File: config.mk
export PLATFORM = sky130hd
export DESIGN_NAME = fetch_stage
export DESIGN_NICKNAME = d
export VERILOG_FILES = /design/src/mips_pkg.sv /design/src/fetch_stage.sv
export SDC_FILE = /design/constraint.sdc
export NUM_CORES = 1
export LEC_CHECK = 0
export CAP_MARGIN = 20
export CORE_MARGIN = 2
export CORE_UTILIZATION = 28
export CTS_CLUSTER_DIAMETER = 60
export DETAILED_ROUTE_END_ITERATION = 10
export DONT_BUFFER_PORTS = 1
export PLACE_DENSITY_LB_ADDON = 0.12
export SYNTH_ARGS = -nofsm -noshare
export SYNTH_HDL_FRONTEND = slang
export SYNTH_SLANG_ARGS = --single-unit
File: constraint.sdc
create_clock -name i_clk -period 1.8 [get_ports i_clk]
set_input_delay 0.36 -clock i_clk [delete_from_list [all_inputs] [get_ports i_clk]]
set_output_delay 0.36 -clock i_clk [all_outputs]
set_load 0.01 [all_outputs]
File: src/mips_pkg.sv
// ==================================================
// shared types and constants for the pipelined core
// imported by wildcard in each stage module header
// ==================================================
package mips_pkg;

	// widths that carry a meaning
	typedef logic [31:0] word_t;
	typedef logic [4:0]  reg_addr_t;
	typedef logic [5:0]  dmem_addr_t;
	typedef logic [1:0]  alu_op_t;

	// opcodes
	localparam logic [5:0] OP_RTYPE = 6'd0;
	localparam logic [5:0] OP_BEQ   = 6'd4;
	localparam logic [5:0] OP_ADDI  = 6'd8;
	localparam logic [5:0] OP_LW    = 6'd35;
	localparam logic [5:0] OP_SW    = 6'd43;

	// R-type funct codes, also used as the ALU function select
	localparam logic [5:0] FN_ADD = 6'd32;
	localparam logic [5:0] FN_SUB = 6'd34;
	localparam logic [5:0] FN_AND = 6'd36;
	localparam logic [5:0] FN_OR  = 6'd37;
	localparam logic [5:0] FN_SLT = 6'd42;

	// ALU classes from main control
	localparam alu_op_t ALUOP_ADD   = 2'b00;
	localparam alu_op_t ALUOP_SUB   = 2'b01;
	localparam alu_op_t ALUOP_FUNCT = 2'b10;

	localparam int DMEM_WORDS = 64;

	// ==================================================
	// pipeline bundles
	// ==================================================
	typedef struct packed {
		logic    regdst;
		logic    alusrc;
		logic    branch;
		logic    memread;
		logic    memwrite;
		logic    memtoreg;
		logic    regwrite;
		alu_op_t aluop;
	} ctrl_t;

	typedef struct packed {
		word_t pc_next;
		word_t instr;
	} if_id_t;

	typedef struct packed {
		ctrl_t      ctrl;
		word_t      pc_next;
		word_t      rs_val;
		word_t      rt_val;
		word_t      imm;
		reg_addr_t  rt_addr;
		reg_addr_t  rd_addr;
		logic [5:0] funct;
	} id_ex_t;

	typedef struct packed {
		ctrl_t     ctrl;
		word_t     branch_target;
		logic      zero;
		word_t     alu_result;
		word_t     store_data;
		reg_addr_t wr_reg;
	} ex_mem_t;

	typedef struct packed {
		logic      regwrite;
		logic      memtoreg;
		word_t     read_data;
		word_t     alu_result;
		reg_addr_t wr_reg;
	} mem_wb_t;

	// redirect from the memory stage back to fetch
	typedef struct packed {
		logic  taken;
		word_t target;
	} branch_t;

endpackage

File: src/fetch_stage.sv
// ==================================================
// instruction fetch: program counter and IF/ID register
// ==================================================
`timescale 1ns/1ps

module fetch_stage import mips_pkg::*;
(
	input  logic    i_clk,
	input  logic    i_arst_n,
	input  branch_t i_branch,
	output word_t   o_pc,
	input  word_t   i_instr,
	output if_id_t  o_if_id
);

	word_t pc;
	word_t pc_plus4;

	assign pc_plus4 = pc + 32'd4;
	assign o_pc     = pc;

	// a taken branch overrides the sequential address
	always_ff @(posedge i_clk or negedge i_arst_n)
	begin
		if (!i_arst_n)
			pc <= '0;
		else if (i_branch.taken)
			pc <= i_branch.target;
		else
			pc <= pc_plus4;
	end

	always_ff @(posedge i_clk or negedge i_arst_n)
	begin
		if (!i_arst_n)
			o_if_id <= '0;
		else
		begin
			o_if_id.pc_next <= pc_plus4;
			o_if_id.instr   <= i_instr;
		end
	end

endmodule

[Yosys cells after proc, flatten, opt, wreduce, memory -nomap -nowiden]
Cells that the tools add are included.
Storage, ports and cells
  input port bits: 67
  output and inout port bits: 96
  memories: 0
  word-level logic and storage cells: 5
  bits in latches: 0
  bits in writable memories: 0
  ROM bits: 0
  register bits after elaboration: 96
Operators by class
  divide/modulo/power cells: 0
  multiplexer cells: 1
  reduce and logical (&&, ||, !) cells: 0
  multiply operators: 0
  $lt $le $gt $ge: 0
  shift-type cells: 0
  eq/ne operators: 0
  bitwise operators: 0
  add/sub/neg operators: 1
Operators by type and width (number)
  adder 32 x 3 -> 32 bit (second input constant): 1
  2-to-1 mux 32 bit: 1

[Longest topological paths before layout]
  depth after elaboration: 2
  depth in mapped cells: 6
  mapped depth without buffers: 5

[Least setup slack after synthesis]
No wires, ideal clock.
  path type: register to register
  start point: register pc[2] (netlist: o_pc[2])
  end point: register pc[20] (netlist: o_pc[20])
  period minus slack after synthesis: 1.805 ns
  stages on the path, launching flop included: 6
  data arrival time: 1.679 ns
  data required time: 1.674 ns
  path buffers: 0
  setup slack: -0.005 ns
  library setup time: 0.126 ns
  path through: dfrtp_1 ha_1 and3_1 nand3_1 or2_2 a221o_1
Between the ends
  cells in the longest elaborated chain, start to end: 2
Ends and longest elaborated chain
  from (decl): RTL line fetch_stage.sv:16  | word_t pc;
  from (signal assigned): RTL line fetch_stage.sv:28  | pc <= i_branch.target;
  from (signal assigned): RTL line fetch_stage.sv:30  | pc <= pc_plus4;
  adder 32 x 3 -> 32 bit: RTL line fetch_stage.sv:19  | assign pc_plus4 = pc + 32'd4;
  2-to-1 mux 32 bit: RTL line fetch_stage.sv:27  | else if (i_branch.taken)
No other way between the ends.

[Worst setup path in the final report]
  start point: register pc[3] (netlist: o_pc[3])
  end point: register pc[28] (netlist: o_pc[28])
Same word-level chain as after synthesis.

==> results.json <==
{
  "r2r_slack_ns": 0.09,
  "clk_path_buf_depth": 2,
  "power_frac_comb_pct": 10.8,
  "antenna_found_initial": 0,
  "vdd_drop_max_v": 0.000402,
  "power_frac_seq_pct": 50.6,
  "timing.setup.tns_ns": 0,
  "detailroute.via_count": 2276,
  "yosysTopAreaCellShare_pct": 67.5,
  "stdcell_count": 481,
  "grt.overflow.total": 0,
  "fin_nets": 372,
  "io_buffers": 0,
  "worst_pin_slew_ns": 0.349,
  "drt_iter0_drc": 82,
  "hold_viol_final": 96,
  "grt_pass1_wl_microns": 13600,
  "end_kind": "flip-flop",
  "crit_required_ns": 2.03,
  "max_slew_margin_pct": 76.5,
  "viasPerCell": 4.73,
  "p_leak_nw": 1.79,
  "row_count": 41,
  "firstDrtPassIters": 4,
  "crit_family": "compound AO/OA/AOI/OAI gates",
  "synthArstFlopShare_pct": 100,
  "netlist_top_cells_area": "dfrtp_1 67%, mux2_2 5.1%, xnor2_1 3.2%",
  "drv_slew": 0,
  "clk_latency_ns": 0.35,
  "cp-start-kind": "flip-flop",
  "grt_max_degree": 97,
  "diodes": 0,
  "path_cells": "ha_2 -> and3_4 -> buf_4 -> nand2_2 -> o311a_1 -> a221o_1",
  "intPower_mw": 3.73,
  "netlist_instances": 263,
  "fin_hold_ws_ns": -0.296,
  "timing.final.crit_share_pct": 95.0,
  "synth.distinct_cells": 36,
  "dp_cells": 462,
  "die_h_microns": 117,
  "finalSetupViolCount": 0,
  "cts_tree": "done",
  "routed_wl_microns": 9180,
  "yosysTopAreaCell": "dfrtp_1",
  "fin_skew_ns": 0.00673,
  "powerDensity_nw_per_um2": 1160,
  "post_dp_cell_area_sq_um": 4000,
  "synth-edff-count": 0,
  "dp_hpwl_microns": 6380,
  "swShare_pct": 25.9,
  "hp-class": "primary input to async pin",
  "drive_gt1_share_pct": 28.8,
  "syn-cell-area_sq_um": 3560,
  "path_clk_slew_ns": 0.07,
  "met2_length_microns": 4410,
  "grt_usage_pct": 13.7,
  "cts.sinks": 96,
  "critPathMaxStageDelay_ns": 0.37,
  "synth-seq-cells": 96,
  "worstSetupPathType": "flip-flop to flip-flop",
  "status": "finished, violations left",
  "violations": "hold timing",
  "die_w_microns": 117,
  "path_buf_inv": 1,
  "drcViolationCount": 0,
  "p_total_mw": 5.03,
  "r2r-end": "o_pc[28]",
  "cts-buffers-inserted": 9,
  "io_pins": 163,
  "htreeDepth": 3,
  "yosysSeqAreaShare_pct": 67.5,
  "switchingPower_mw": 1.31,
  "synth_nets": 331,
  "wl_per_cell_microns": 19.1,
  "drv_cap": 0,
  "slowest_stage": "dfrtp_1",
  "reg2regPathDepth": 6,
  "highest_layer": "met4",
  "final_area_sq_um": 4340,
  "cts_root_buffer": "clkbuf_16",
  "min_period_ns": 1.71,
  "arrival_ns": 1.94,
  "yosysWarningCount": 0,
  "ant_nets": 0,
  "wl_met1_microns": 3770,
  "coreArea_sq_um": 12500,
  "r2r-start": "o_pc[3]",
  "cp_max_fo": 5,
  "wl_met3_microns": 820,
  "p_clk_share_pct": 38.6,
  "fillerInstances": 1290,
  "avgSynthCellArea_sq_um": 13.5,
  "grt_pass1_vias": 2417,
  "fmax_mhz": 585,
  "gp_congestion": 0.773,
  "initial_utilization_pct": 28.4,
  "dominantRegCellSynth": "dfrtp_1",
  "dieArea_sq_um": 13600,
  "area_growth_pct": 21.9
}
-- state kept, by name, indices dropped and copies added, names as in the netlist --
signal   count
o_if_id     64
o_pc        32
-- worst reg2reg max path: cells and delay by family, from the launching register on --
kind / cells / cell delay (ns)
compound gates: 2 / 0.61
fa+ha+maj: 1 / 0.20
buf+inv: 1 / 0.13
flops: 1 / 0.37
simple gates: 2 / 0.29
-- Yosys cell counts (5+ instances only) --
library cell / instances
a31oi_1: 7
clkbuf_1: 5
dfrtp_1: 96
mux2_2: 16
nand2_1: 21
nand3_1: 11
nand4_1: 11
nor2_1: 8
nor3_1: 5
o31a_1: 6
o31ai_1: 7
or2_2: 7
or4_1: 6
xnor2_1: 13
-- layout make-up --
cell class | count | area, sq um | share of cell area (%)
clock buffer | 11 | 243 | 5.59
tap | 172 | 215 | 4.96
multi-input combinational | 153 | 1110 | 25.5
sequential | 96 | 2400 | 55.4
timing repair buffer | 40 | 300 | 6.92
inverter | 4 | 15.0 | 0.346
clock inverter | 5 | 56.3 | 1.30
-- layout by cell type (no fill, tap or decap), drive strengths merged, types with 5 or more instances in the layout --
cell type	count
nand4	13
o31a	6
clkbuf	11
o31ai	7
or2	7
a31oi	7
nor3	5
or4	7
mux2	16
nand2	21
and4	6
nor2	8
nand3	11
buf	40
dfrtp	96
xnor2	13
-- logic make-up after synthesis --
family,after synthesis,share of synthesized area (%)
fa+ha+maj,1,0.351
flops,96,67.5
xor+xnor,17,4.18
mux,16,5.06
simple gates,88,14.2
compound gates,30,6.50
buf+inv,15,2.28
-- stage by stage --
stage / setup slack, ns / utilization (%)
3_5_place_dp: -0.0197 / 31.9
3_3_place_gp: 0.0391 / 31.9
4_1_cts: 0.00794 / 34.4
2_1_floorplan: 0.0285 / -
6_report: 0.0899 / 34.7
5_1_grt: -0.0105 / 34.7
-- layer usage --
layer | up-vias | global-route usage, %
met2 | 99 | 20.7
met5 | - | 0
met4 | 0 | 7.06
li1 | 1024 | -
met3 | 12 | 5.51
met1 | 1141 | 16.8
-- worst max path at each step --
stage	from	end	slack, ns	cells after the start
global placement	o_pc[2]	o_pc[20]	0.04	5
detailed placement	o_pc[3]	o_pc[20]	-0.02	5
CTS	o_pc[3]	o_pc[28]	0.008	6
global route	o_pc[3]	o_pc[28]	-0.01	6
finish	o_pc[3]	o_pc[28]	0.09	6
floorplan	o_pc[3]	o_pc[20]	0.03	5
-- what timing repair did --
action,CTS,global route
hold endpoints to repair,96,96
pin swaps,0,3
setup buffers,0,2
endpoints found under the setup margin,3,15
resized for setup,1,4
gates cloned,0,1
-- power by group through the flow --
| stage | sequential [mW] | combinational [mW] | clock (mW) |
|---|---|---|---|
| after detailed placement | 2.59 | 0.536 | 0 |
| after global placement | 2.59 | 0.535 | 0 |
| after global routing | 2.58 | 0.598 | 2.10 |
| final | 2.55 | 0.542 | 1.94 |
| after floorplan | 2.64 | 0.252 | 0 |
| after CTS | 2.55 | 0.540 | 2.02 |
(Power assumes the default switching activity.)
