<file path="src/mips_pkg.sv">
// ==================================================
// shared types and constants for the pipelined core
// imported by wildcard in each stage module header
// ==================================================
package mips_pkg;

	// widths that carry a meaning
	typedef logic [31:0] word_t;
	typedef logic [4:0]  reg_addr_t;
	typedef logic [5:0]  dmem_addr_t;
	typedef logic [1:0]  alu_op_t;

	// opcodes
	localparam logic [5:0] OP_RTYPE = 6'd0;
	localparam logic [5:0] OP_BEQ   = 6'd4;
	localparam logic [5:0] OP_ADDI  = 6'd8;
	localparam logic [5:0] OP_LW    = 6'd35;
	localparam logic [5:0] OP_SW    = 6'd43;

	// R-type funct codes, also used as the ALU function select
	localparam logic [5:0] FN_ADD = 6'd32;
	localparam logic [5:0] FN_SUB = 6'd34;
	localparam logic [5:0] FN_AND = 6'd36;
	localparam logic [5:0] FN_OR  = 6'd37;
	localparam logic [5:0] FN_SLT = 6'd42;

	// ALU classes from main control
	localparam alu_op_t ALUOP_ADD   = 2'b00;
	localparam alu_op_t ALUOP_SUB   = 2'b01;
	localparam alu_op_t ALUOP_FUNCT = 2'b10;

	localparam int DMEM_WORDS = 64;

	// ==================================================
	// pipeline bundles
	// ==================================================
	typedef struct packed {
		logic    regdst;
		logic    alusrc;
		logic    branch;
		logic    memread;
		logic    memwrite;
		logic    memtoreg;
		logic    regwrite;
		alu_op_t aluop;
	} ctrl_t;

	typedef struct packed {
		word_t pc_next;
		word_t instr;
	} if_id_t;

	typedef struct packed {
		ctrl_t      ctrl;
		word_t      pc_next;
		word_t      rs_val;
		word_t      rt_val;
		word_t      imm;
		reg_addr_t  rt_addr;
		reg_addr_t  rd_addr;
		logic [5:0] funct;
	} id_ex_t;

	typedef struct packed {
		ctrl_t     ctrl;
		word_t     branch_target;
		logic      zero;
		word_t     alu_result;
		word_t     store_data;
		reg_addr_t wr_reg;
	} ex_mem_t;

	typedef struct packed {
		logic      regwrite;
		logic      memtoreg;
		word_t     read_data;
		word_t     alu_result;
		reg_addr_t wr_reg;
	} mem_wb_t;

	// redirect from the memory stage back to fetch
	typedef struct packed {
		logic  taken;
		word_t target;
	} branch_t;

endpackage

</file>
<file path="src/execute_stage.sv">
// ==================================================
// execute: ALU control, ALU, branch target and the
// EX/MEM register
// ==================================================
`timescale 1ns/1ps

module execute_stage import mips_pkg::*;
(
	input  logic    i_clk,
	input  logic    i_arst_n,
	input  id_ex_t  i_id_ex,
	output ex_mem_t o_ex_mem
);

	logic [5:0] alu_fn;
	word_t      op_a;
	word_t      op_b;
	word_t      alu_result;
	word_t      branch_target;
	reg_addr_t  wr_reg;

	// ALU function expressed as a funct code
	always_comb
	begin
		case (i_id_ex.ctrl.aluop)
			ALUOP_ADD:   alu_fn = FN_ADD;
			ALUOP_SUB:   alu_fn = FN_SUB;
			ALUOP_FUNCT: alu_fn = i_id_ex.funct;
			default:     alu_fn = FN_ADD;
		endcase
	end

	assign op_a = i_id_ex.rs_val;
	assign op_b = i_id_ex.ctrl.alusrc ? i_id_ex.imm : i_id_ex.rt_val;

	always_comb
	begin
		case (alu_fn)
			FN_ADD:  alu_result = op_a + op_b;
			FN_SUB:  alu_result = op_a - op_b;
			FN_AND:  alu_result = op_a & op_b;
			FN_OR:   alu_result = op_a | op_b;
			// signed compare
			FN_SLT:  alu_result = {31'd0, $signed(op_a) < $signed(op_b)};
			default: alu_result = '0;
		endcase
	end

	// word offset relative to pc+4
	assign branch_target = i_id_ex.pc_next + {i_id_ex.imm[29:0], 2'b00};
	assign wr_reg        = i_id_ex.ctrl.regdst ? i_id_ex.rd_addr : i_id_ex.rt_addr;

	// ==================================================
	// EX/MEM register
	// ==================================================
	always_ff @(posedge i_clk or negedge i_arst_n)
	begin
		if (!i_arst_n)
			o_ex_mem <= '0;
		else
		begin
			o_ex_mem.ctrl          <= i_id_ex.ctrl;
			o_ex_mem.branch_target <= branch_target;
			o_ex_mem.zero          <= (alu_result == '0);
			o_ex_mem.alu_result    <= alu_result;
			o_ex_mem.store_data    <= i_id_ex.rt_val;
			o_ex_mem.wr_reg        <= wr_reg;
		end
	end

endmodule

</file>
<file path="config.mk">
export PLATFORM = sky130hd
export DESIGN_NAME = execute_stage
export DESIGN_NICKNAME = d
export VERILOG_FILES = /design/src/mips_pkg.sv /design/src/execute_stage.sv
export SDC_FILE = /design/constraint.sdc
export NUM_CORES = 1
export LEC_CHECK = 0
export BUFFER_PORTS_ARGS = -buffer_cell sky130_fd_sc_hd__buf_2
export CORE_ASPECT_RATIO = 1.75
export CORE_UTILIZATION = 45
export DETAILED_ROUTE_END_ITERATION = 8
export PLACE_DENSITY = 0.77
export SLEW_MARGIN = 20
export SYNTH_ARGS = -nofsm -noshare
export SYNTH_HDL_FRONTEND = slang
export SYNTH_SLANG_ARGS = --single-unit
</file>
<file path="constraint.sdc">
create_clock -name i_clk -period 1 [get_ports i_clk]
set_clock_uncertainty 0.05 [all_clocks]
set_input_delay 0 -clock i_clk [delete_from_list [all_inputs] [get_ports i_clk]]
set_output_delay 0 -clock i_clk [all_outputs]
set_load 0.01 [all_outputs]
</file>
==> results of run 1 <==
timing repair:
| item | 4_1_cts |
|---|---|
| hold buffers | 58 |
| endpoints found under the hold margin | 166 |
| pin swaps | 114 |
| gates resized for setup | 236 |
| buffers inserted | 100 |
| setup endpoints to repair | 61 |
per-layer routing:
metal,track usage,overflow
met1,0.594,0
met2,0.917,76
met3,0.381,0
met4,0.748,37
met5,0.0782,0
cells by family after synthesis:
logic type      count (synthesis)  synth area share
compound gates                369             0.254
xor+xnor                       36            0.0317
fa+ha+maj                     139             0.177
buf+inv                       163            0.0628
flops                         111             0.280
mux                            43            0.0441
simple gates                  296             0.150
cells in the mapped netlist (5+ instances only):
library cell,number,area [µm²]
and2_1,8,50.1
o221ai_1,10,87.6
nor4_1,9,56.3
or2_2,10,62.6
nand4_1,9,56.3
o2111ai_1,6,52.6
a21oi_1,88,440
inv_1,117,439
o21bai_1,14,105
a41oi_1,7,61.3
nor3_1,24,120
o22ai_1,14,87.6
o21ai_0,62,310
a21o_1,22,165
nand3_1,16,80.1
a211oi_1,22,165
nor2b_1,13,81.3
ha_1,136,1700
clkbuf_1,36,135
a211o_1,6,52.6
dfrtp_1,111,2780
and3_1,6,37.5
or3_1,10,62.6
nand2b_1,14,87.6
or4_1,9,67.6
xnor2_1,28,245
o31a_1,8,70.1
o211ai_1,21,158
xor2_1,8,70.1
nor2_1,88,330
nand2_1,59,221
o21a_1,9,67.6
a31oi_1,16,100
mux2i_1,37,370
a31o_2,5,43.8
a2111oi_0,5,43.8
mux2_2,6,67.6
a221oi_1,9,78.8
stage by stage:
stage	utilization	setup WS [ns]	cells	setup TNS, ns
global placement	0.701	-3.10	2105	-99.57
CTS	0.832	-2.50	2274	-75.43
floorplan	-	-2.45	1157	-64.10
detailed placement	0.701	-3.18	2105	-102.29
==> results.json, run 1 <==
{
  "status": "stopped before the end",
  "flow.stopped_at": "5_1_grt",
  "toolErrorMsg": "[ERROR GRT-0232] Routing congestion too high. Check the congestion heatmap in the GUI.",
  "numClockSinks": 111,
  "cts_buffer_depth": 2,
  "synth_area_um2": 9940,
  "hpwl_mm": 35.3,
  "overflow": 113,
  "htree_num_levels": 3,
  "start_util": 0.460,
  "grt_usage": 0.648,
  "synthCells": 1157,
  "synth_warnings": 0,
  "io_buffers": 265,
  "async_flop_share": 1.00,
  "syn_area_per_cell_um2": 8.59,
  "finalWeightedCongestion": 1.04,
  "grt_max_degree": 38,
  "repair-timing-grt-worst-ep": "o_ex_mem[69]$_DFF_PN0_/D",
  "cts_buffers": 9,
  "ys_types": 80,
  "ys_dominant_reg_cell": "dfrtp_1",
  "dieWidth_um": 114,
  "ios": 266,
  "die_h_um": 199,
  "synth_seq_area_share": 0.280,
  "rows": 71,
  "ys_ff_latch": 111,
  "worst-ep-kind": "sequential cell input",
  "synth_edf_count": 0,
  "place_area_um2": 15100,
  "synth_nets": 1451,
  "cts-root-buf": "clkbuf_16"
}
==> run 2: changes to the inputs <==
--- a/config.mk
+++ b/config.mk
@@ -6,10 +6,9 @@
 export NUM_CORES = 1
 export LEC_CHECK = 0
 export BUFFER_PORTS_ARGS = -buffer_cell sky130_fd_sc_hd__buf_2
-export CORE_ASPECT_RATIO = 1.75
-export CORE_UTILIZATION = 45
+export CORE_UTILIZATION = 30
 export DETAILED_ROUTE_END_ITERATION = 8
-export PLACE_DENSITY = 0.77
+export PLACE_DENSITY_LB_ADDON = 0.15
 export SLEW_MARGIN = 20
 export SYNTH_ARGS = -nofsm -noshare
 export SYNTH_HDL_FRONTEND = slang
==> results.json, run 2 <==
{
  "cts_buffer_depth": 2,
  "finalMaxSlewViolations": 0,
  "crit_path_start_kind": "input port",
  "synthTopCellsByArea": "dfrtp_1, ha_1, a21oi_1",
  "drcViolationCount": 0,
  "hold_class": "input port to flip-flop",
  "holdBufCountCts": 56,
  "violations": "hold timing, setup timing",
  "antenna_left": 0,
  "die_h_um": 184,
  "total_power_mw": 20.4,
  "final_common_cell": "buf_4",
  "post-place-ws_ns": -3.34,
  "yosysMostFrequentCell": "ha_1",
  "core_area_um2": 32500,
  "utilization": 0.564,
  "hold_ws_ns": -0.0408,
  "finalWeightedCongestion": 0.940,
  "nets": 2245,
  "rsz0062_at_grt": "yes",
  "largest_reg_flops": 111,
  "fin_area_um2": 18300,
  "reg_top3": "o_ex_mem x111",
  "synth_nets": 1451,
  "start_util": 0.305,
  "crit_required_ns": 1.24,
  "drv_cap": 0,
  "p_per_area_nw_per_um2": 1110,
  "syn_area_per_cell_um2": 8.59,
  "max-slew-margin-rel": 0.581,
  "fin_setup_tns_ns": -69.40,
  "finalCriticalPeriod_ns": 3.46,
  "hold_viol_final": 3,
  "synth_edf_count": 0,
  "leakagePower_nw": 8.90,
  "dieWidth_um": 184,
  "synthCells": 1157,
  "ios": 266,
  "antenna_found_initial": 2,
  "top_register": "o_ex_mem",
  "synth_area_um2": 9940,
  "drt-total-wl_mm": 43.6,
  "synth_warnings": 0,
  "htree_num_levels": 3,
  "path_class": "input port to flip-flop",
  "drive_above_1_share": 0.537,
  "path_clk_slew_ns": 0.08,
  "cp_max_fo": 5,
  "synth_top_area_cell": "dfrtp_1",
  "numClockSinks": 111,
  "max_freq_ghz": 0.289,
  "ys_types": 80,
  "routedWlPerCell_um": 18.2,
  "end_kind": "flip-flop",
  "worstMarginPinSlew_ns": 0.623,
  "die_area_um2": 33900,
  "async_flop_share": 1.00,
  "drt-initial-drc-count": 718,
  "grt_pass1_wl_mm": 66.0,
  "netlist_top_cells_count": "ha_1, inv_1, dfrtp_1, a21oi_1, nor2_1",
  "rows": 66,
  "overflow": 0,
  "fin_ws_ns": -2.46,
  "area_growth_pct": 84.6,
  "synth_seq_area_share": 0.280,
  "grt_pass1_vias": 12200,
  "hpwl_mm": 34.7,
  "io_buffers": 265,
  "post-route-period-util": 3.46,
  "cts_tree": "done",
  "avgViaCountPerCell": 4.99,
  "cts-root-buf": "clkbuf_16",
  "firstDrtPassIters": 6,
  "ys_dominant_reg_cell": "dfrtp_1",
  "setup_violations": 58,
  "grt_max_degree": 34,
  "grt_usage": 0.254,
  "ir_drop_mv": 0.800,
  "fin_cells": 2398,
  "final_cell_mix": "buf_4, buf_2, dfrtp_1",
  "ys_ff_latch": 111,
  "synth_top_area_frac": 0.280,
  "arrival_ns": 3.71,
  "status": "complete, but fails checks",
  "place_area_um2": 15500,
  "num_vias": 12000,
  "cts_buffers": 9,
  "dpl.cell_count": 2279
}
[run 2: cell counts after synthesis]
Identical to the previous run, type by type.
[run 2: cell families after synthesis]
family / Yosys count / share of synthesized area
compound gates: 369 / 0.254
simple gates: 296 / 0.150
buf+inv: 163 / 0.0628
fa+ha+maj: 139 / 0.177
flops: 111 / 0.280
mux: 43 / 0.0441
xor+xnor: 36 / 0.0317
[run 2: area by class of cell]
class | count | area [µm²]
diodes | 1 | 2.50
clock buffers | 10 | 229
clock inverters | 5 | 41.3
fillers | 3035 | 14200
inverters | 118 | 448
multi-input cells | 883 | 8260
flip-flops and latches | 111 | 2780
well taps | 442 | 553
repair buffers | 828 | 6030
[run 2: metal layers]
| layer | global-route usage | vias up | share of wire |
|---|---|---|---|
| met5 | 0 | - | 0.00030 |
| met4 | 0.104 | 2 | 0.035 |
| met3 | 0.0394 | 83 | 0.059 |
| met2 | 0.432 | 403 | 0.48 |
| met1 | 0.320 | 5673 | 0.43 |
| li1 | - | 5799 | - |
[run 2: final timing paths]
kind	from	to	slack [ns]	cells past startpoint
min in group asynchronous	i_arst_n	o_ex_mem[24]$_DFF_PN0_	0.02	2
worst max-delay path	i_id_ex[151]	o_ex_mem[69]$_DFF_PN0_	-2.46	18
max in group asynchronous	i_arst_n	o_ex_mem[74]$_DFF_PN0_	0.40	3
worst min-delay path	i_id_ex[117]	o_ex_mem[75]$_DFF_PN0_	-0.04	3
[run 2: worst max-delay path, stage by stage]
cell and delay (ns):
buf_12 0.12, buf_8 0.13, mux2i_4 0.18, inv_2 0.09, ha_4 0.15, inv_2 0.04, fa_2 0.38, nor2b_2 0.16
o31a_1 0.26, o22ai_4 0.15, o211ai_1 0.46, a31oi_1 0.16, o41a_1 0.35, a311oi_2 0.34, o221ai_2 0.22, nor4_4 0.17
nand4_1 0.15, nor3_2 0.19
[run 2: what timing repair did]
action / CTS / global route
setup endpoints to repair: 61 / 62
gates resized for setup: 207 / 148
pin swaps: 101 / 108
cloned: 0 / 0
hold endpoints to repair: 162 / 1
setup buffers: 69 / 36
[run 2: where the power goes]
part / switching (mW) / total [mW] / leakage, nW / internal, mW
Sequential: 0.157 / 5.26 / 1.32 / 5.10
Clock: 1.73 / 3.43 / 0.126 / 1.70
Combinational: 5.79 / 11.7 / 7.45 / 5.89
Total: 7.68 / 20.4 / 8.90 / 12.7
Power figures use the tool's default switching activity.
