File: src/mips_pkg.sv
// ==================================================
// shared types and constants for the pipelined core
// imported by wildcard in each stage module header
// ==================================================
package mips_pkg;

	// widths that carry a meaning
	typedef logic [31:0] word_t;
	typedef logic [4:0]  reg_addr_t;
	typedef logic [5:0]  dmem_addr_t;
	typedef logic [1:0]  alu_op_t;

	// opcodes
	localparam logic [5:0] OP_RTYPE = 6'd0;
	localparam logic [5:0] OP_BEQ   = 6'd4;
	localparam logic [5:0] OP_ADDI  = 6'd8;
	localparam logic [5:0] OP_LW    = 6'd35;
	localparam logic [5:0] OP_SW    = 6'd43;

	// R-type funct codes, also used as the ALU function select
	localparam logic [5:0] FN_ADD = 6'd32;
	localparam logic [5:0] FN_SUB = 6'd34;
	localparam logic [5:0] FN_AND = 6'd36;
	localparam logic [5:0] FN_OR  = 6'd37;
	localparam logic [5:0] FN_SLT = 6'd42;

	// ALU classes from main control
	localparam alu_op_t ALUOP_ADD   = 2'b00;
	localparam alu_op_t ALUOP_SUB   = 2'b01;
	localparam alu_op_t ALUOP_FUNCT = 2'b10;

	localparam int DMEM_WORDS = 64;

	// ==================================================
	// pipeline bundles
	// ==================================================
	typedef struct packed {
		logic    regdst;
		logic    alusrc;
		logic    branch;
		logic    memread;
		logic    memwrite;
		logic    memtoreg;
		logic    regwrite;
		alu_op_t aluop;
	} ctrl_t;

	typedef struct packed {
		word_t pc_next;
		word_t instr;
	} if_id_t;

	typedef struct packed {
		ctrl_t      ctrl;
		word_t      pc_next;
		word_t      rs_val;
		word_t      rt_val;
		word_t      imm;
		reg_addr_t  rt_addr;
		reg_addr_t  rd_addr;
		logic [5:0] funct;
	} id_ex_t;

	typedef struct packed {
		ctrl_t     ctrl;
		word_t     branch_target;
		logic      zero;
		word_t     alu_result;
		word_t     store_data;
		reg_addr_t wr_reg;
	} ex_mem_t;

	typedef struct packed {
		logic      regwrite;
		logic      memtoreg;
		word_t     read_data;
		word_t     alu_result;
		reg_addr_t wr_reg;
	} mem_wb_t;

	// redirect from the memory stage back to fetch
	typedef struct packed {
		logic  taken;
		word_t target;
	} branch_t;

endpackage

File: src/memory_stage.sv
// ==================================================
// memory access: 64-word data memory, branch decision
// and the MEM/WB register
// ==================================================
`timescale 1ns/1ps

module memory_stage import mips_pkg::*;
(
	input  logic       i_clk,
	input  logic       i_arst_n,
	input  ex_mem_t    i_ex_mem,
	output branch_t    o_branch,
	output logic       o_st_valid,
	output dmem_addr_t o_st_addr,
	output word_t      o_st_data,
	output mem_wb_t    o_mem_wb
);

	word_t      dmem [DMEM_WORDS];
	dmem_addr_t idx;
	word_t      read_data;

	// word index from the byte address
	assign idx       = i_ex_mem.alu_result[7:2];
	assign read_data = i_ex_mem.ctrl.memread ? dmem[idx] : '0;

	assign o_st_valid = i_ex_mem.ctrl.memwrite;
	assign o_st_addr  = idx;
	assign o_st_data  = i_ex_mem.store_data;

	assign o_branch.taken  = i_ex_mem.ctrl.branch & i_ex_mem.zero;
	assign o_branch.target = i_ex_mem.branch_target;

	always_ff @(posedge i_clk or negedge i_arst_n)
	begin
		if (!i_arst_n)
		begin
			for (int i = 0; i < DMEM_WORDS; i++)
				dmem[i] <= '0;
		end
		else if (i_ex_mem.ctrl.memwrite)
			dmem[idx] <= i_ex_mem.store_data;
	end

	always_ff @(posedge i_clk or negedge i_arst_n)
	begin
		if (!i_arst_n)
			o_mem_wb <= '0;
		else
		begin
			o_mem_wb.regwrite   <= i_ex_mem.ctrl.regwrite;
			o_mem_wb.memtoreg   <= i_ex_mem.ctrl.memtoreg;
			o_mem_wb.read_data  <= read_data;
			o_mem_wb.alu_result <= i_ex_mem.alu_result;
			o_mem_wb.wr_reg     <= i_ex_mem.wr_reg;
		end
	end

endmodule

File: config.mk
export PLATFORM = sky130hd
export DESIGN_NAME = memory_stage
export DESIGN_NICKNAME = d
export VERILOG_FILES = /design/src/mips_pkg.sv /design/src/memory_stage.sv
export SDC_FILE = /design/constraint.sdc
export NUM_CORES = 2
export LEC_CHECK = 0
export ABC_CLOCK_PERIOD_IN_PS = 1600
export BUFFER_PORTS_ARGS = -buffer_cell sky130_fd_sc_hd__buf_2
export CORE_UTILIZATION = 40
export CTS_CLUSTER_SIZE = 40
export DETAILED_ROUTE_END_ITERATION = 10
export PLACE_DENSITY = 0.53
export SETUP_SLACK_MARGIN = 0.15
export SLEW_MARGIN = 20
export SYNTH_ARGS = -nofsm -noshare
export SYNTH_HDL_FRONTEND = slang
export SYNTH_SLANG_ARGS = --single-unit
File: constraint.sdc
create_clock -name i_clk -period 1.6 [get_ports i_clk]
set_clock_uncertainty 0.1 [all_clocks]
set_input_delay 0.08 -clock i_clk [delete_from_list [all_inputs] [get_ports i_clk]]
set_output_delay 0.08 -clock i_clk [all_outputs]
set_load 0.01 [all_outputs]
# [Word-level counts from Yosys, hierarchy flattened]
# Cells that the tools add are included.
[classes] order_cmp=2 muxes=7 bitwise=2 n_reduce_logical=1
[ops] cell="bitwise mux 2048 bit" n=1
[ops] cell="binary-select mux 32 bit (select 6 bit)" n=1
[ops] cell="demux 32 bit (select 6 bit)" n=1
[ops] cell="2-to-1 mux 32 bit" n=4
[ops] cell=">= comparator 7 bit, second input constant" n=1
[ops] cell="< comparator 7 x 1 -> 1 bit, second input constant" n=1
[ops] cell="inverter 6 -> 7 bit" n=1
[ops] cell="AND 1 bit" n=1
[ops] cell="logical AND 1 bit" n=1
[word_totals] reg_bits=2119 input_bits=113 output_inout_bits=143 elab_cells=81

# [Longest topological paths before layout]
[logic_depth] ltp_word=6 ltp_mapped=11 ltp_nobuf=6

# [Worst setup path before layout]
# Ideal clock, no wire load.
[synth_timing] path_kind="input-to-reg" startpoint="input port i_ex_mem[41] (netlist bit)" endpoint="register o_mem_wb[46] (netlist bit)" setup_ns=0.129 arrival_ns=1.742 required_time_ns=1.371 slack_ns=-0.371 cell_stages=8 n_path_buf=4 path_cell_list="buf_4 -> buf_6 -> buf_4 -> clkbuf_1 -> mux4_2 -> mux2i_1 -> o22ai_1 -> o41a_1"
[synth_via] elab_chain_cells=5
[synth_lines] element="start, declared" line="memory_stage.sv:11" text="input ex_mem_t i_ex_mem,"
[synth_lines] element="inverter 6 -> 7 bit (not written as such)" line="memory_stage.sv:25" text="assign read_data = i_ex_mem.ctrl.memread ? dmem[idx] : '0;"
[synth_lines] element="binary-select mux 32 bit (select 6 bit)" line="memory_stage.sv:25"
[synth_lines] element="2-to-1 mux 32 bit (not written as such) (2 in series)" line="memory_stage.sv:25"
[synth_lines] element="2-to-1 mux 32 bit" line="memory_stage.sv:25"
[synth_lines] element="net read_data[9]" line="memory_stage.sv:21" text="word_t read_data;"
[synth_lines] element="end, declared" line="memory_stage.sv:16" text="output mem_wb_t o_mem_wb"
# The timed path passes the listed nets, and every way through them passes these cells. The select of a mux whose other input is x is not followed.
# A chain may end at the register's enable or synchronous reset.

# [Final worst setup path]
[layout_timing] startpoint="register dmem[1293] (netlist bit)" endpoint="register o_mem_wb[50] (netlist bit)"
[layout_via] elab_chain_cells=4
[layout_lines] element="start, declared" line="memory_stage.sv:19" text="word_t dmem [DMEM_WORDS];"
[layout_lines] element="start signal, assigned by index" line="memory_stage.sv:42" text="dmem[idx] <= i_ex_mem.store_data;"
[layout_lines] element="binary-select mux 32 bit (select 6 bit)" line="memory_stage.sv:25"
[layout_lines] element="2-to-1 mux 32 bit (not written as such) (2 in series)" line="memory_stage.sv:25"
[layout_lines] element="2-to-1 mux 32 bit" line="memory_stage.sv:25"
[layout_lines] element="net read_data[13]" line="memory_stage.sv:21"
# The timed path passes the listed nets, and every way through them passes these cells. The select of a mux whose other input is x is not followed.

==> impl_results.md <==
* Die span in x at 489 µm
* Cell row count at 178
* Total negative slack at -49690 ps
* HPWL after DPL at 202 mm
* Count of state elements after synthesis at 2119
* Gpl congestion at 0.858
* Max-slew headroom at 0.378
* Vertical die dimension at 489 µm
* Port Buffer Count at 187
* Type of the worst setup path: reg2reg
* Average via count per standard cell at 5.80
* Most frequent cell after synthesis: sky130_fd_sc_hd__dfrtp_1
* Max Used Layer: met4
* Total design power at 139000 µW
* Power Density at 1170 nW/µm²
* Pin count of the biggest net entering global routing at 114
* Final Worst Setup Slack at -425 ps
* Total cell area at the placement stage at 108000 µm²
* Final worst-path cycle share at 1.27
* Area added between synthesis and finish at 26.0%
* Hold violation count in the final report at 0
* Met2 WL at 151 mm
* Cell taking the most area after synthesis: sky130_fd_sc_hd__dfrtp_1
* Remaining global-route overflow at 0
* Cell count after synthesis at 6648
* Count of pins on the block boundary at 256
* Final antenna-violating net count at 0
* Root buffer cell: sky130_fd_sc_hd__clkbuf_16
* CTS tree: yes
* Worst Reg-to-Reg Cells at 4
* Yosys Warn Count at 0
* Maximum VDD drop at 0.931 mV
* Starting density of the core at 0.403
* Post-synthesis area per instance at 14.3 µm²
* Routed length per placed instance at 29.9 µm
* Most instantiated cells after synthesis: sky130_fd_sc_hd__dfrtp_1, sky130_fd_sc_hd__mux2_2, sky130_fd_sc_hd__a22oi_1, sky130_fd_sc_hd__clkbuf_1, sky130_fd_sc_hd__buf_2
* Total clock buffers created by CTS at 231
* FF-to-FF End: o_mem_wb[50]$_DFF_PN0_
* Clock latency at the later pin of the worst-skew pair at 890 ps
* WL met3 at 15.7 mm
* Wire length the detailed router placed on met1 at 146 mm
* Worst Hold Path EP: dmem[956]$_DFFE_PN0P_
* Via count at 62253
* CP Capture Type: register
* Area of the placeable core at 235000 µm²
* Largest buffer count on any clock path at 3
* Initial DRC count at 4809
* Launch instance of the worst register-to-register path: dmem[1293]$_DFFE_PN0P_
* Class of the tightest hold or removal check: in2reg
* Worst slew pin tran at 931 ps
* Worst Min Path Start: i_ex_mem[106]
* Number of distinct library cell variants in the gate-level netlist after synthesis at 55
* Worst slack at placement at -1140 ps
* Via count of the first global-routing pass at 65147
* Unrepaired setup endpoints after global routing: true
* Number of antenna violations at the first check in global routing at 14
* Layout cells sized above 1 at 0.537
* Number of synthesized flops with an enable pin at 0
* Final Critical Period at 2030 ps
* Post-Synthesis Cell Area at 94800 µm²
* Sequential area share after synthesis at 0.560
* Synth top area share at 0.560
* Setup slack of the most critical reg-to-reg path at -430 ps
* Failing checks: negative setup slack
* Max Clock Freq at 494 MHz
* Max-slew violations at 0
* Residual DRC at 0
* Wire length of the first global-routing pass at 462 mm
* Number of optimization iterations in the first detailed-route pass at 5
* Clock transition time at the flip-flop clock pins of the worst setup and hold paths at 60 ps
* Leakage power of the design at 0.0551 µW
* Data required, critical path at 2260 ps
* DRT Wirelength at 321 mm
* Total die area at 239000 µm²
* Maximum fanout along the worst path at 2
* Net Count, Synth at 6761
* Worst path arrival time at 2680 ps
* Tot GR Track Use at 0.263
* Ys flop type: sky130_fd_sc_hd__dfrtp_1
* Status: complete, but fails checks
* Share of synthesized flip-flops with an asynchronous set or reset at 1.00
* CP startpoint kind: register
* Worst Hold Path Cells at 7
* Cell area after layout at 119000 µm²
* Setup violators final at 403
* Filler Cell Count at 19931
* TritonCTS sink count at 2119
* Net count, final at 7505
* Number of maximum-capacitance violations at 0
* H-tree Lvls at 4
* Ranking of synthesized cells by area: sky130_fd_sc_hd__dfrtp_1, sky130_fd_sc_hd__mux2_2, sky130_fd_sc_hd__mux4_2, sky130_fd_sc_hd__a22oi_1, sky130_fd_sc_hd__mux2i_1
metal layers:
| metal | vias to the layer above | GRT usage |
|---|---|---|
| li1 | 26216 | - |
| met1 | 34011 | 0.375 |
| met2 | 1587 | 0.422 |
| met3 | 439 | 0.0326 |
| met4 | 0 | 0.0706 |
| met5 | - | 0 |
registers in the layout (all words and copies together) (netlist names):
signal	count
o_mem_wb	71
dmem	2048
through the flow:
stage / cells / utilization / hold WS, ps
global route: 10731 / 0.507 / -5.84
CTS: 10695 / 0.503 / -43.8
detailed placement: 10126 / 0.458 / 60.1
global placement: 10126 / 0.458 / 60.1
floorplan: 6648 / - / -316
finish: 10736 / 0.507 / 25.0
kinds of logic after synthesis:
logic type | synth area share
buffers and inverters | 0.0405
AND/OR/NAND/NOR | 0.0126
flip-flops | 0.560
multiplexers | 0.306
AO/OA/AOI/OAI | 0.0817
cells in the final DEF (no fill, tap or decap), types with 121 or more instances in the layout:
| cell type | netlist | layout |
|---|---|---|
| sky130_fd_sc_hd__buf_12 | 0 | 263 |
| sky130_fd_sc_hd__a21oi_1 | 188 | 161 |
| sky130_fd_sc_hd__mux4_2 | 184 | 184 |
| sky130_fd_sc_hd__dfrtp_1 | 2119 | 2103 |
| sky130_fd_sc_hd__mux2i_1 | 141 | 121 |
| sky130_fd_sc_hd__buf_2 | 268 | 155 |
| sky130_fd_sc_hd__mux2_2 | 2006 | 1706 |
| sky130_fd_sc_hd__mux2_4 | 0 | 328 |
| sky130_fd_sc_hd__buf_4 | 99 | 688 |
| sky130_fd_sc_hd__clkbuf_16 | 0 | 247 |
| sky130_fd_sc_hd__a22oi_1 | 363 | 350 |
where the power goes:
part | switching, µW | internal, µW
Sequential | 3690 | 60600
Combinational | 9100 | 11200
Clock | 23100 | 31600
layout make-up:
cell class / instances / area [µm²] / area share
Sequential cell: 2119 / 53000 / 0.444
Multi-Input combinational cell: 3745 / 40900 / 0.343
Timing Repair Buffer: 1294 / 13700 / 0.114
Clock buffer: 343 / 6790 / 0.0569
Tap cell: 3150 / 3940 / 0.0330
Clock inverter: 77 / 1000 / 0.00840
Antenna cell: 7 / 17.5 / 0.000147
Inverter: 1 / 3.75 / 0.0000314
timing repair:
action | CTS | global route
setup buffers | 24 | 19
endpoints found under the hold margin | 4235 | 270
hold buffers | 121 | 1
pin swaps | 67 | 44
gates resized for setup | 249 | 106
gates cloned | 4 | 15
setup endpoints to repair | 364 | 647
worst max path at each step:
stage / slack [ps] / to / cells after the start / from
6_report: -430 / o_mem_wb[50]$_DFF_PN0_ / 4 / dmem[1293]$_DFFE_PN0P_
2_1_floorplan: -250 / o_mem_wb[62]$_DFF_PN0_ / 8 / i_ex_mem[39]
3_5_place_dp: -1140 / o_mem_wb[66]$_DFF_PN0_ / 9 / i_ex_mem[39]
5_1_grt: -460 / o_mem_wb[56]$_DFF_PN0_ / 6 / dmem[1555]$_DFFE_PN0P_
4_1_cts: -420 / o_mem_wb[56]$_DFF_PN0_ / 6 / dmem[1555]$_DFFE_PN0P_
3_3_place_gp: -1180 / o_mem_wb[66]$_DFF_PN0_ / 9 / i_ex_mem[39]
critical path, cell delays in order (launching register included):
cell and delay, ps:
sky130_fd_sc_hd__dfrtp_1 380, sky130_fd_sc_hd__mux4_2 460, sky130_fd_sc_hd__mux2i_1 290, sky130_fd_sc_hd__o22ai_1 190, sky130_fd_sc_hd__o41a_1 470
Note: power is estimated with default switching activity, not from simulation.
