--- config.mk ---
export PLATFORM = sky130hd
export DESIGN_NAME = decode_stage
export DESIGN_NICKNAME = d
export VERILOG_FILES = /design/src/mips_pkg.sv /design/src/main_control.sv /design/src/register_bank.sv /design/src/decode_stage.sv
export SDC_FILE = /design/constraint.sdc
export NUM_CORES = 2
export LEC_CHECK = 0
export ABC_AREA = 1
export BUFFER_PORTS_ARGS = -buffer_cell sky130_fd_sc_hd__buf_2
export CAP_MARGIN = 10
export CORE_ASPECT_RATIO = 0.7
export CORE_MARGIN = 2
export CORE_UTILIZATION = 40
export DETAILED_ROUTE_END_ITERATION = 10
export GPL_ROUTABILITY_DRIVEN = 0
export SYNTH_ARGS = -nofsm -noshare
export SYNTH_HDL_FRONTEND = slang
export SYNTH_SLANG_ARGS = --single-unit
--- constraint.sdc ---
create_clock -name i_clk -period 3.59 [get_ports i_clk]
set_clock_uncertainty 0.05 [all_clocks]
set_input_delay 0.718 -clock i_clk [delete_from_list [all_inputs] [get_ports i_clk]]
set_output_delay 0.718 -clock i_clk [all_outputs]
set_load 0.01 [all_outputs]
--- src/mips_pkg.sv ---
// ==================================================
// shared types and constants for the pipelined core
// imported by wildcard in each stage module header
// ==================================================
package mips_pkg;

	// widths that carry a meaning
	typedef logic [31:0] word_t;
	typedef logic [4:0]  reg_addr_t;
	typedef logic [5:0]  dmem_addr_t;
	typedef logic [1:0]  alu_op_t;

	// opcodes
	localparam logic [5:0] OP_RTYPE = 6'd0;
	localparam logic [5:0] OP_BEQ   = 6'd4;
	localparam logic [5:0] OP_ADDI  = 6'd8;
	localparam logic [5:0] OP_LW    = 6'd35;
	localparam logic [5:0] OP_SW    = 6'd43;

	// R-type funct codes, also used as the ALU function select
	localparam logic [5:0] FN_ADD = 6'd32;
	localparam logic [5:0] FN_SUB = 6'd34;
	localparam logic [5:0] FN_AND = 6'd36;
	localparam logic [5:0] FN_OR  = 6'd37;
	localparam logic [5:0] FN_SLT = 6'd42;

	// ALU classes from main control
	localparam alu_op_t ALUOP_ADD   = 2'b00;
	localparam alu_op_t ALUOP_SUB   = 2'b01;
	localparam alu_op_t ALUOP_FUNCT = 2'b10;

	localparam int DMEM_WORDS = 64;

	// ==================================================
	// pipeline bundles
	// ==================================================
	typedef struct packed {
		logic    regdst;
		logic    alusrc;
		logic    branch;
		logic    memread;
		logic    memwrite;
		logic    memtoreg;
		logic    regwrite;
		alu_op_t aluop;
	} ctrl_t;

	typedef struct packed {
		word_t pc_next;
		word_t instr;
	} if_id_t;

	typedef struct packed {
		ctrl_t      ctrl;
		word_t      pc_next;
		word_t      rs_val;
		word_t      rt_val;
		word_t      imm;
		reg_addr_t  rt_addr;
		reg_addr_t  rd_addr;
		logic [5:0] funct;
	} id_ex_t;

	typedef struct packed {
		ctrl_t     ctrl;
		word_t     branch_target;
		logic      zero;
		word_t     alu_result;
		word_t     store_data;
		reg_addr_t wr_reg;
	} ex_mem_t;

	typedef struct packed {
		logic      regwrite;
		logic      memtoreg;
		word_t     read_data;
		word_t     alu_result;
		reg_addr_t wr_reg;
	} mem_wb_t;

	// redirect from the memory stage back to fetch
	typedef struct packed {
		logic  taken;
		word_t target;
	} branch_t;

endpackage

--- src/main_control.sv ---
// ==================================================
// opcode decoder that builds the control bundle
// ==================================================
`timescale 1ns/1ps

module main_control import mips_pkg::*;
(
	input  logic [5:0] i_opcode,
	output ctrl_t      o_ctrl
);

	always_comb
	begin
		// unknown opcodes fall through as a nop
		o_ctrl = '0;
		case (i_opcode)
			OP_RTYPE:
			begin
				o_ctrl.regdst   = 1'b1;
				o_ctrl.regwrite = 1'b1;
				o_ctrl.aluop    = ALUOP_FUNCT;
			end
			OP_ADDI:
			begin
				o_ctrl.alusrc   = 1'b1;
				o_ctrl.regwrite = 1'b1;
				o_ctrl.aluop    = ALUOP_ADD;
			end
			OP_LW:
			begin
				o_ctrl.alusrc   = 1'b1;
				o_ctrl.memread  = 1'b1;
				o_ctrl.memtoreg = 1'b1;
				o_ctrl.regwrite = 1'b1;
				o_ctrl.aluop    = ALUOP_ADD;
			end
			OP_SW:
			begin
				o_ctrl.alusrc   = 1'b1;
				o_ctrl.memwrite = 1'b1;
				o_ctrl.aluop    = ALUOP_ADD;
			end
			OP_BEQ:
			begin
				o_ctrl.branch = 1'b1;
				o_ctrl.aluop  = ALUOP_SUB;
			end
			default:
				o_ctrl = '0;
		endcase
	end

endmodule

--- src/register_bank.sv ---
// ==================================================
// 32 x 32 register file, two read ports, one write
// port; writes in the same cycle bypass to the reads
// ==================================================
`timescale 1ns/1ps

module register_bank import mips_pkg::*;
(
	input  logic      i_clk,
	input  logic      i_arst_n,
	input  reg_addr_t i_rs_addr,
	input  reg_addr_t i_rt_addr,
	input  logic      i_wr_en,
	input  reg_addr_t i_wr_addr,
	input  word_t     i_wr_data,
	output word_t     o_rs_data,
	output word_t     o_rt_data
);

	word_t regs [32];

	always_ff @(posedge i_clk or negedge i_arst_n)
	begin
		if (!i_arst_n)
		begin
			for (int i = 0; i < 32; i++)
				regs[i] <= '0;
		end
		else if (i_wr_en && (i_wr_addr != '0))
			regs[i_wr_addr] <= i_wr_data;
	end

	// r0 reads zero, otherwise new data wins over the stored word
	always_comb
	begin
		if (i_rs_addr == '0)
			o_rs_data = '0;
		else if (i_wr_en && (i_wr_addr == i_rs_addr))
			o_rs_data = i_wr_data;
		else
			o_rs_data = regs[i_rs_addr];

		if (i_rt_addr == '0)
			o_rt_data = '0;
		else if (i_wr_en && (i_wr_addr == i_rt_addr))
			o_rt_data = i_wr_data;
		else
			o_rt_data = regs[i_rt_addr];
	end

endmodule

--- src/decode_stage.sv ---
// ==================================================
// instruction decode: field split, register read,
// immediate extension and the ID/EX register
// ==================================================
`timescale 1ns/1ps

module decode_stage import mips_pkg::*;
(
	input  logic      i_clk,
	input  logic      i_arst_n,
	input  if_id_t    i_if_id,
	input  logic      i_wb_en,
	input  reg_addr_t i_wb_addr,
	input  word_t     i_wb_data,
	output id_ex_t    o_id_ex
);

	// ==================================================
	// instruction fields
	// ==================================================
	logic [5:0]  opcode;
	reg_addr_t   rs_addr;
	reg_addr_t   rt_addr;
	reg_addr_t   rd_addr;
	logic [15:0] imm16;
	logic [5:0]  funct;

	assign opcode  = i_if_id.instr[31:26];
	assign rs_addr = i_if_id.instr[25:21];
	assign rt_addr = i_if_id.instr[20:16];
	assign rd_addr = i_if_id.instr[15:11];
	assign imm16   = i_if_id.instr[15:0];
	assign funct   = i_if_id.instr[5:0];

	ctrl_t ctrl;
	word_t rs_val;
	word_t rt_val;
	word_t imm_ext;

	// sign extension
	assign imm_ext = {{16{imm16[15]}}, imm16};

	main_control u_main_control (
		.i_opcode (opcode),
		.o_ctrl   (ctrl)
	);

	register_bank u_register_bank (
		.i_clk     (i_clk),
		.i_arst_n  (i_arst_n),
		.i_rs_addr (rs_addr),
		.i_rt_addr (rt_addr),
		.i_wr_en   (i_wb_en),
		.i_wr_addr (i_wb_addr),
		.i_wr_data (i_wb_data),
		.o_rs_data (rs_val),
		.o_rt_data (rt_val)
	);

	// ==================================================
	// ID/EX register
	// ==================================================
	always_ff @(posedge i_clk or negedge i_arst_n)
	begin
		if (!i_arst_n)
			o_id_ex <= '0;
		else
		begin
			o_id_ex.ctrl    <= ctrl;
			o_id_ex.pc_next <= i_if_id.pc_next;
			o_id_ex.rs_val  <= rs_val;
			o_id_ex.rt_val  <= rt_val;
			o_id_ex.imm     <= imm_ext;
			o_id_ex.rt_addr <= rt_addr;
			o_id_ex.rd_addr <= rd_addr;
			o_id_ex.funct   <= funct;
		end
	end

endmodule

=== Word level (Yosys, flattened, before mapping) ===
Index checks and enable logic that the tools add are counted.

* Register bits after elaboration: 1160
* Input port bits: 104
* Output and inout bits: 153
* Logic and storage cells: 89

* $lt $le $gt $ge: 4
* Equality and inequality tests: 6
* Muxes and demuxes: 20
* Bitwise operators: 3
* Reductions and logical operators: 10

{| class="wikitable"
|+ Operator list
! operator !! number
|-
| bitwise mux 1024 bit || 1
|-
| binary-select mux 32 bit (select 5 bit) || 2
|-
| two-way mux 32 bit || 9
|-
| demux 32 bit (select 5 bit) || 1
|-
| greater-or-equal comparator 6 bit (second input constant) || 3
|-
| inverter 5 -> 6 bit || 3
|-
| equality test 6 bit (second input constant) || 2
|-
| equality test 5 bit || 2
|-
| zero test 5 bit || 2
|-
| equality test 6 x 3 -> 1 bit (second input constant) || 1
|-
| equality test 6 x 4 -> 1 bit (second input constant) || 1
|-
| zero test 6 bit || 1
|-
| less-than comparator 6 x 1 -> 1 bit (second input constant) || 1
|-
| two-way mux 1 bit || 6
|-
| OR reduction 3 bit || 2
|-
| nonzero test 5 bit || 1
|-
| logical AND 1 bit || 4
|-
| one-hot mux 2 bit (2 select lines) || 1
|}

=== Depth between registers and ports, before layout ===
* Depth after elaboration: 6
* Gate-level depth with buffers: 13
* Depth with buffers taken out: 11

=== By module ===
From an unflattened synthesis, not the netlist that was laid out.

* Cell total of the unflattened synthesis: 9040
* Area, all modules: 62851.5 µm²

{| class="wikitable"
|+ By module, submodules not included
! module !! instances !! cells an instance !! area each (µm²) !! sequential area each (µm²)
|-
| register_bank || 1 || 8859 || 59363.2 || 25624.6
|-
| decode_stage || 1 || 153 || 3355.7 || 3153.0
|-
| main_control || 1 || 28 || 132.6 || 0.0
|}

=== Worst setup path before layout ===
No wires, ideal clock.

* Kind: input port to flip-flop
* Start: in i_wb_addr[3]
* End: reg u_register_bank.regs[34] in the netlist's numbering
* Setup time: 130 ps
* Data arrival time: 1999 ps
* Data required time: 3410 ps
* Path slack: 1411 ps
* Stages on the path: 7
* Path buffers: 3
* Path through: buf_2 > inv_1 > nor3_1 > and2_1 > buf_2 > clkbuf_1 > o21ai_0

* Longest elaborated chain between the ends: 6
* Elaborated cells between the ends (all ways): 9
* Those cells by class: 2 x order compare; 3 x mux; 1 x bitwise; 3 x reduce/logical

{| class="wikitable"
|+ Ends and longest elaborated chain
! what !! line !! RTL
|-
| from (decl) || decode_stage.sv:13 || <nowiki>input reg_addr_t i_wb_addr,</nowiki>
|-
| inverter 5 -> 6 bit (implied by the code) || register_bank.sv:30 || <nowiki>regs[i_wr_addr] <= i_wr_data;</nowiki>
|-
| greater-or-equal comparator 6 bit (implied by the code) / less-than comparator 6 x 1 -> 1 bit (equally long branches) || register_bank.sv:30 ||
|-
| logical AND 1 bit (implied by the code) || register_bank.sv:30 ||
|-
| two-way mux 32 bit (implied by the code) || register_bank.sv:30 ||
|-
| demux 32 bit (select 5 bit) || register_bank.sv:30 ||
|-
| bitwise mux 1024 bit || register_bank.sv:30 ||
|-
| to (signal, indexed assignment) || register_bank.sv:30 ||
|-
| to (decl) || register_bank.sv:20 || <nowiki>word_t regs [32];</nowiki>
|}

Several ways; a longest one is shown, not always the timed one.
A chain may end at the register's enable or synchronous reset.

=== Final worst setup path ===
* Start: reg o_id_ex[51] in the netlist's numbering
* End: out o_id_ex[51] in the netlist's numbering

{| class="wikitable"
|+ RTL lines
! what !! line !! RTL
|-
| from (decl) || decode_stage.sv:15 || <nowiki>output id_ex_t o_id_ex</nowiki>
|}

No word-level cell between the ends.

==> run metrics <==
global-route wire length before repair approximately 370 mm; fin area 0.06929 mm2; clock tree buffer depth 3; sequential area share after synthesis 0.4670; share of cells above drive strength 1 0.08668; critical path peak fanout 1; Post-Place Cells 10277; Worst Hold Class input pin to flop; PD cells 531.0 mW/mm2; Total Routing Usage GR 0.3119; Die Wd 472.7 um; YS warnings 0; grt total ovfl 0; Syn Std Cell Area 0.06151 mm2; number of cell rows 120; GRT Max-Usage Layer met2; area share of the largest cell type after synthesis 0.4670; final std cells w/o fill 10550; CTS sink count 1148; total negative slack 0 ps; Chip Height 332.1 um; RSZ-0062 raised after global routing false; met1 Use GR 0.4439; worst hold endpoint o_id_ex[152]; worst hold slack 126.6 ps; remaining routing DRC violations 0; Avg Cell Area, Syn ~7.2 um2; P_leak 0.03306 uW; unique cell type count in the Yosys netlist 26; die footprint 0.1570 mm2; hpwl dp 143.9 mm; r2r endpoint o_id_ex[70]; CP Launch Point o_id_ex[51]; Levels on crit path 1; vias a little over 60000; Clock Latency Late Sink 790 ps; Synth Register Bits 1148; Required @ worst endpoint around 2800 ps; final WL 251.0 mm; critical-path cell list buf_2; slowest stage delay, CP 740 ps; FMAX 396.1 MHz; number of max-cap violations 0; TritonRoute pass-1 iters 6; syn_nets 8690; # fillers about 15000; status finished clean; via/cell ratio 5.725; DRT iter0 DRCs between 9000 and 10000; R2R setup slack a little under 2000 ps; CTS tree built; multi-input combinational cell area 0.02732 mm2; FF-to-FF Start u_register_bank.regs[246]; max-slew violation count 0; register area approximately 0.029 mm2; r2r worst-path depth 9; number of buffers created by CTS 120; Setup crit end kind output port; startpoint class of the critical path flop; Hold Crit Start i_if_id[29]; Initial Util 0.4024; postcts setup bufs 0; Hold Vio Cnt, Final 0; top post-synthesis cells by area dfrtp_1 (47%), nand2_1 (16%), o21ai_0 (11%); CTS Hold Bufs 49; # setup viols final 0; crit path time final 2524 ps; Core Region 0.1528 mm2; Layout area overhead 12.65%; post-synthesis instance total 8586; number of H-tree levels 3; Hold Path Stages 2; DP Area 0.06487 mm2; largest net degree at the start of global routing between 100 and 150; Rel. slew slack 0.2418; vias in the first global route ~55000; Worst-Margin Slew 1137 ps; final worst-path cycle share 0.7032; initial antenna violation count 25; met3 track demand over resource 0.07764; Wirelength per Cell 23.79 um; Setup CP Type flop to output port; GRT met2 Usage 0.4558; layout net count 8539; post-synth top area cell dfrtp_1; I/O pin total 257; CTS clock-pin slew for the worst setup and hold paths 60 ps; root buf cell clkbuf_16; Crit-path slowest cell dfrtp_1; delay-heaviest family, CP flip-flops; Arrival @ worst endpoint 1760 ps; PostCTS Resize Cnt 0; Bufs and invs on worst path 1; Port-buffer cells 256; Final ANT Viol Nets 0; Worst IR Drop VDD 400.9 uV
[kinds of logic (layout without fill, tap and decap cells)]
kind of cell,Yosys count,after routing,synth area share
AO/OA/AOI/OAI,1977,1977,0.1730
AND/OR/NAND/NOR,4007,4007,0.2675
flip-flops,1148,1148,0.4670
other,0,11,0
XOR/XNOR,4,4,0.0005697
buffers and inverters,1450,1390,0.09190
[cell usage after synthesis (all sizes together)]
master  instances
a21oi         274
nor4            2
clkinv          2
xnor2           1
xor2            3
nor2          412
nand3         928
o21ai        1402
o21bai         32
buf           173
and2            1
nand4           1
or2            63
dfrtp        1148
o22ai           4
inv           687
nor3           14
nand2        2586
clkbuf        588
o211ai        265
[flip-flops by register name, summed over array words and instances, names as in the netlist]
signal                cells
u_register_bank.regs   1024
o_id_ex                 124
[worst max path at each step]
| stage | to | slack (ps) |
|---|---|---|
| CTS | o_id_ex[87] | 1120 |
| global route | o_id_ex[87] | 1070 |
| detailed placement | o_id_ex[85] | 680 |
| global placement | o_id_ex[99] | 680 |
| floorplan | u_register_bank.regs[34] | 1410 |
| finish | o_id_ex[51] | 1070 |
[final cells by class]
| cell class | instances | share of cell area |
|---|---|---|
| antenna | 11 | 0.0003973 |
| clock buffer | 178 | 0.05085 |
| clock inverter | 35 | 0.005417 |
| inverter | 689 | 0.03772 |
| multi-input combinational | 5988 | 0.3942 |
| sequential | 1148 | 0.4146 |
| tap | 2013 | 0.03635 |
| timing repair buffer | 488 | 0.06042 |
[cells in the final DEF, fill, tap and decap left out, types with 30 or more instances in the layout]
cell type,synthesis,routed
nand2_1,2578,2556
nor2_1,412,408
or2_2,63,63
dfrtp_1,1148,1148
clkbuf_16,0,122
clkbuf_1,588,30
nand3_1,928,927
o21bai_1,32,32
o21ai_1,61,61
buf_2,81,247
a21oi_1,274,274
buf_4,29,108
o211ai_1,265,265
inv_1,681,677
o21ai_0,1341,1341
buf_12,0,79
dlygate4sd3_1,0,49
[layer usage]
layer / wire length, um / vias up
li1: - / 27464
met1: 106200 / 28858
met2: 105200 / 3502
met3: 29750 / 553
met4: 9646 / 18
met5: 122 / -
[through the flow]
| stage | utilization | setup WS, ps | power, uW |
|---|---|---|---|
| floorplan | - | 1411 | 21350 |
| global placement | 0.4244 | 675.9 | 23770 |
| detailed placement | 0.4244 | 679.1 | 24000 |
| CTS | 0.4531 | 1120 | 36770 |
| global route | 0.4532 | 1073 | 38670 |
| finish | 0.4533 | 1066 | 36790 |
[power breakdown]
part | switching, uW | internal, uW
clock | 5640 | 7110
combinational | 4660 | 2550
sequential | 1630 | 15200
total | 11900 | 24900
(Power assumes the default switching activity.)
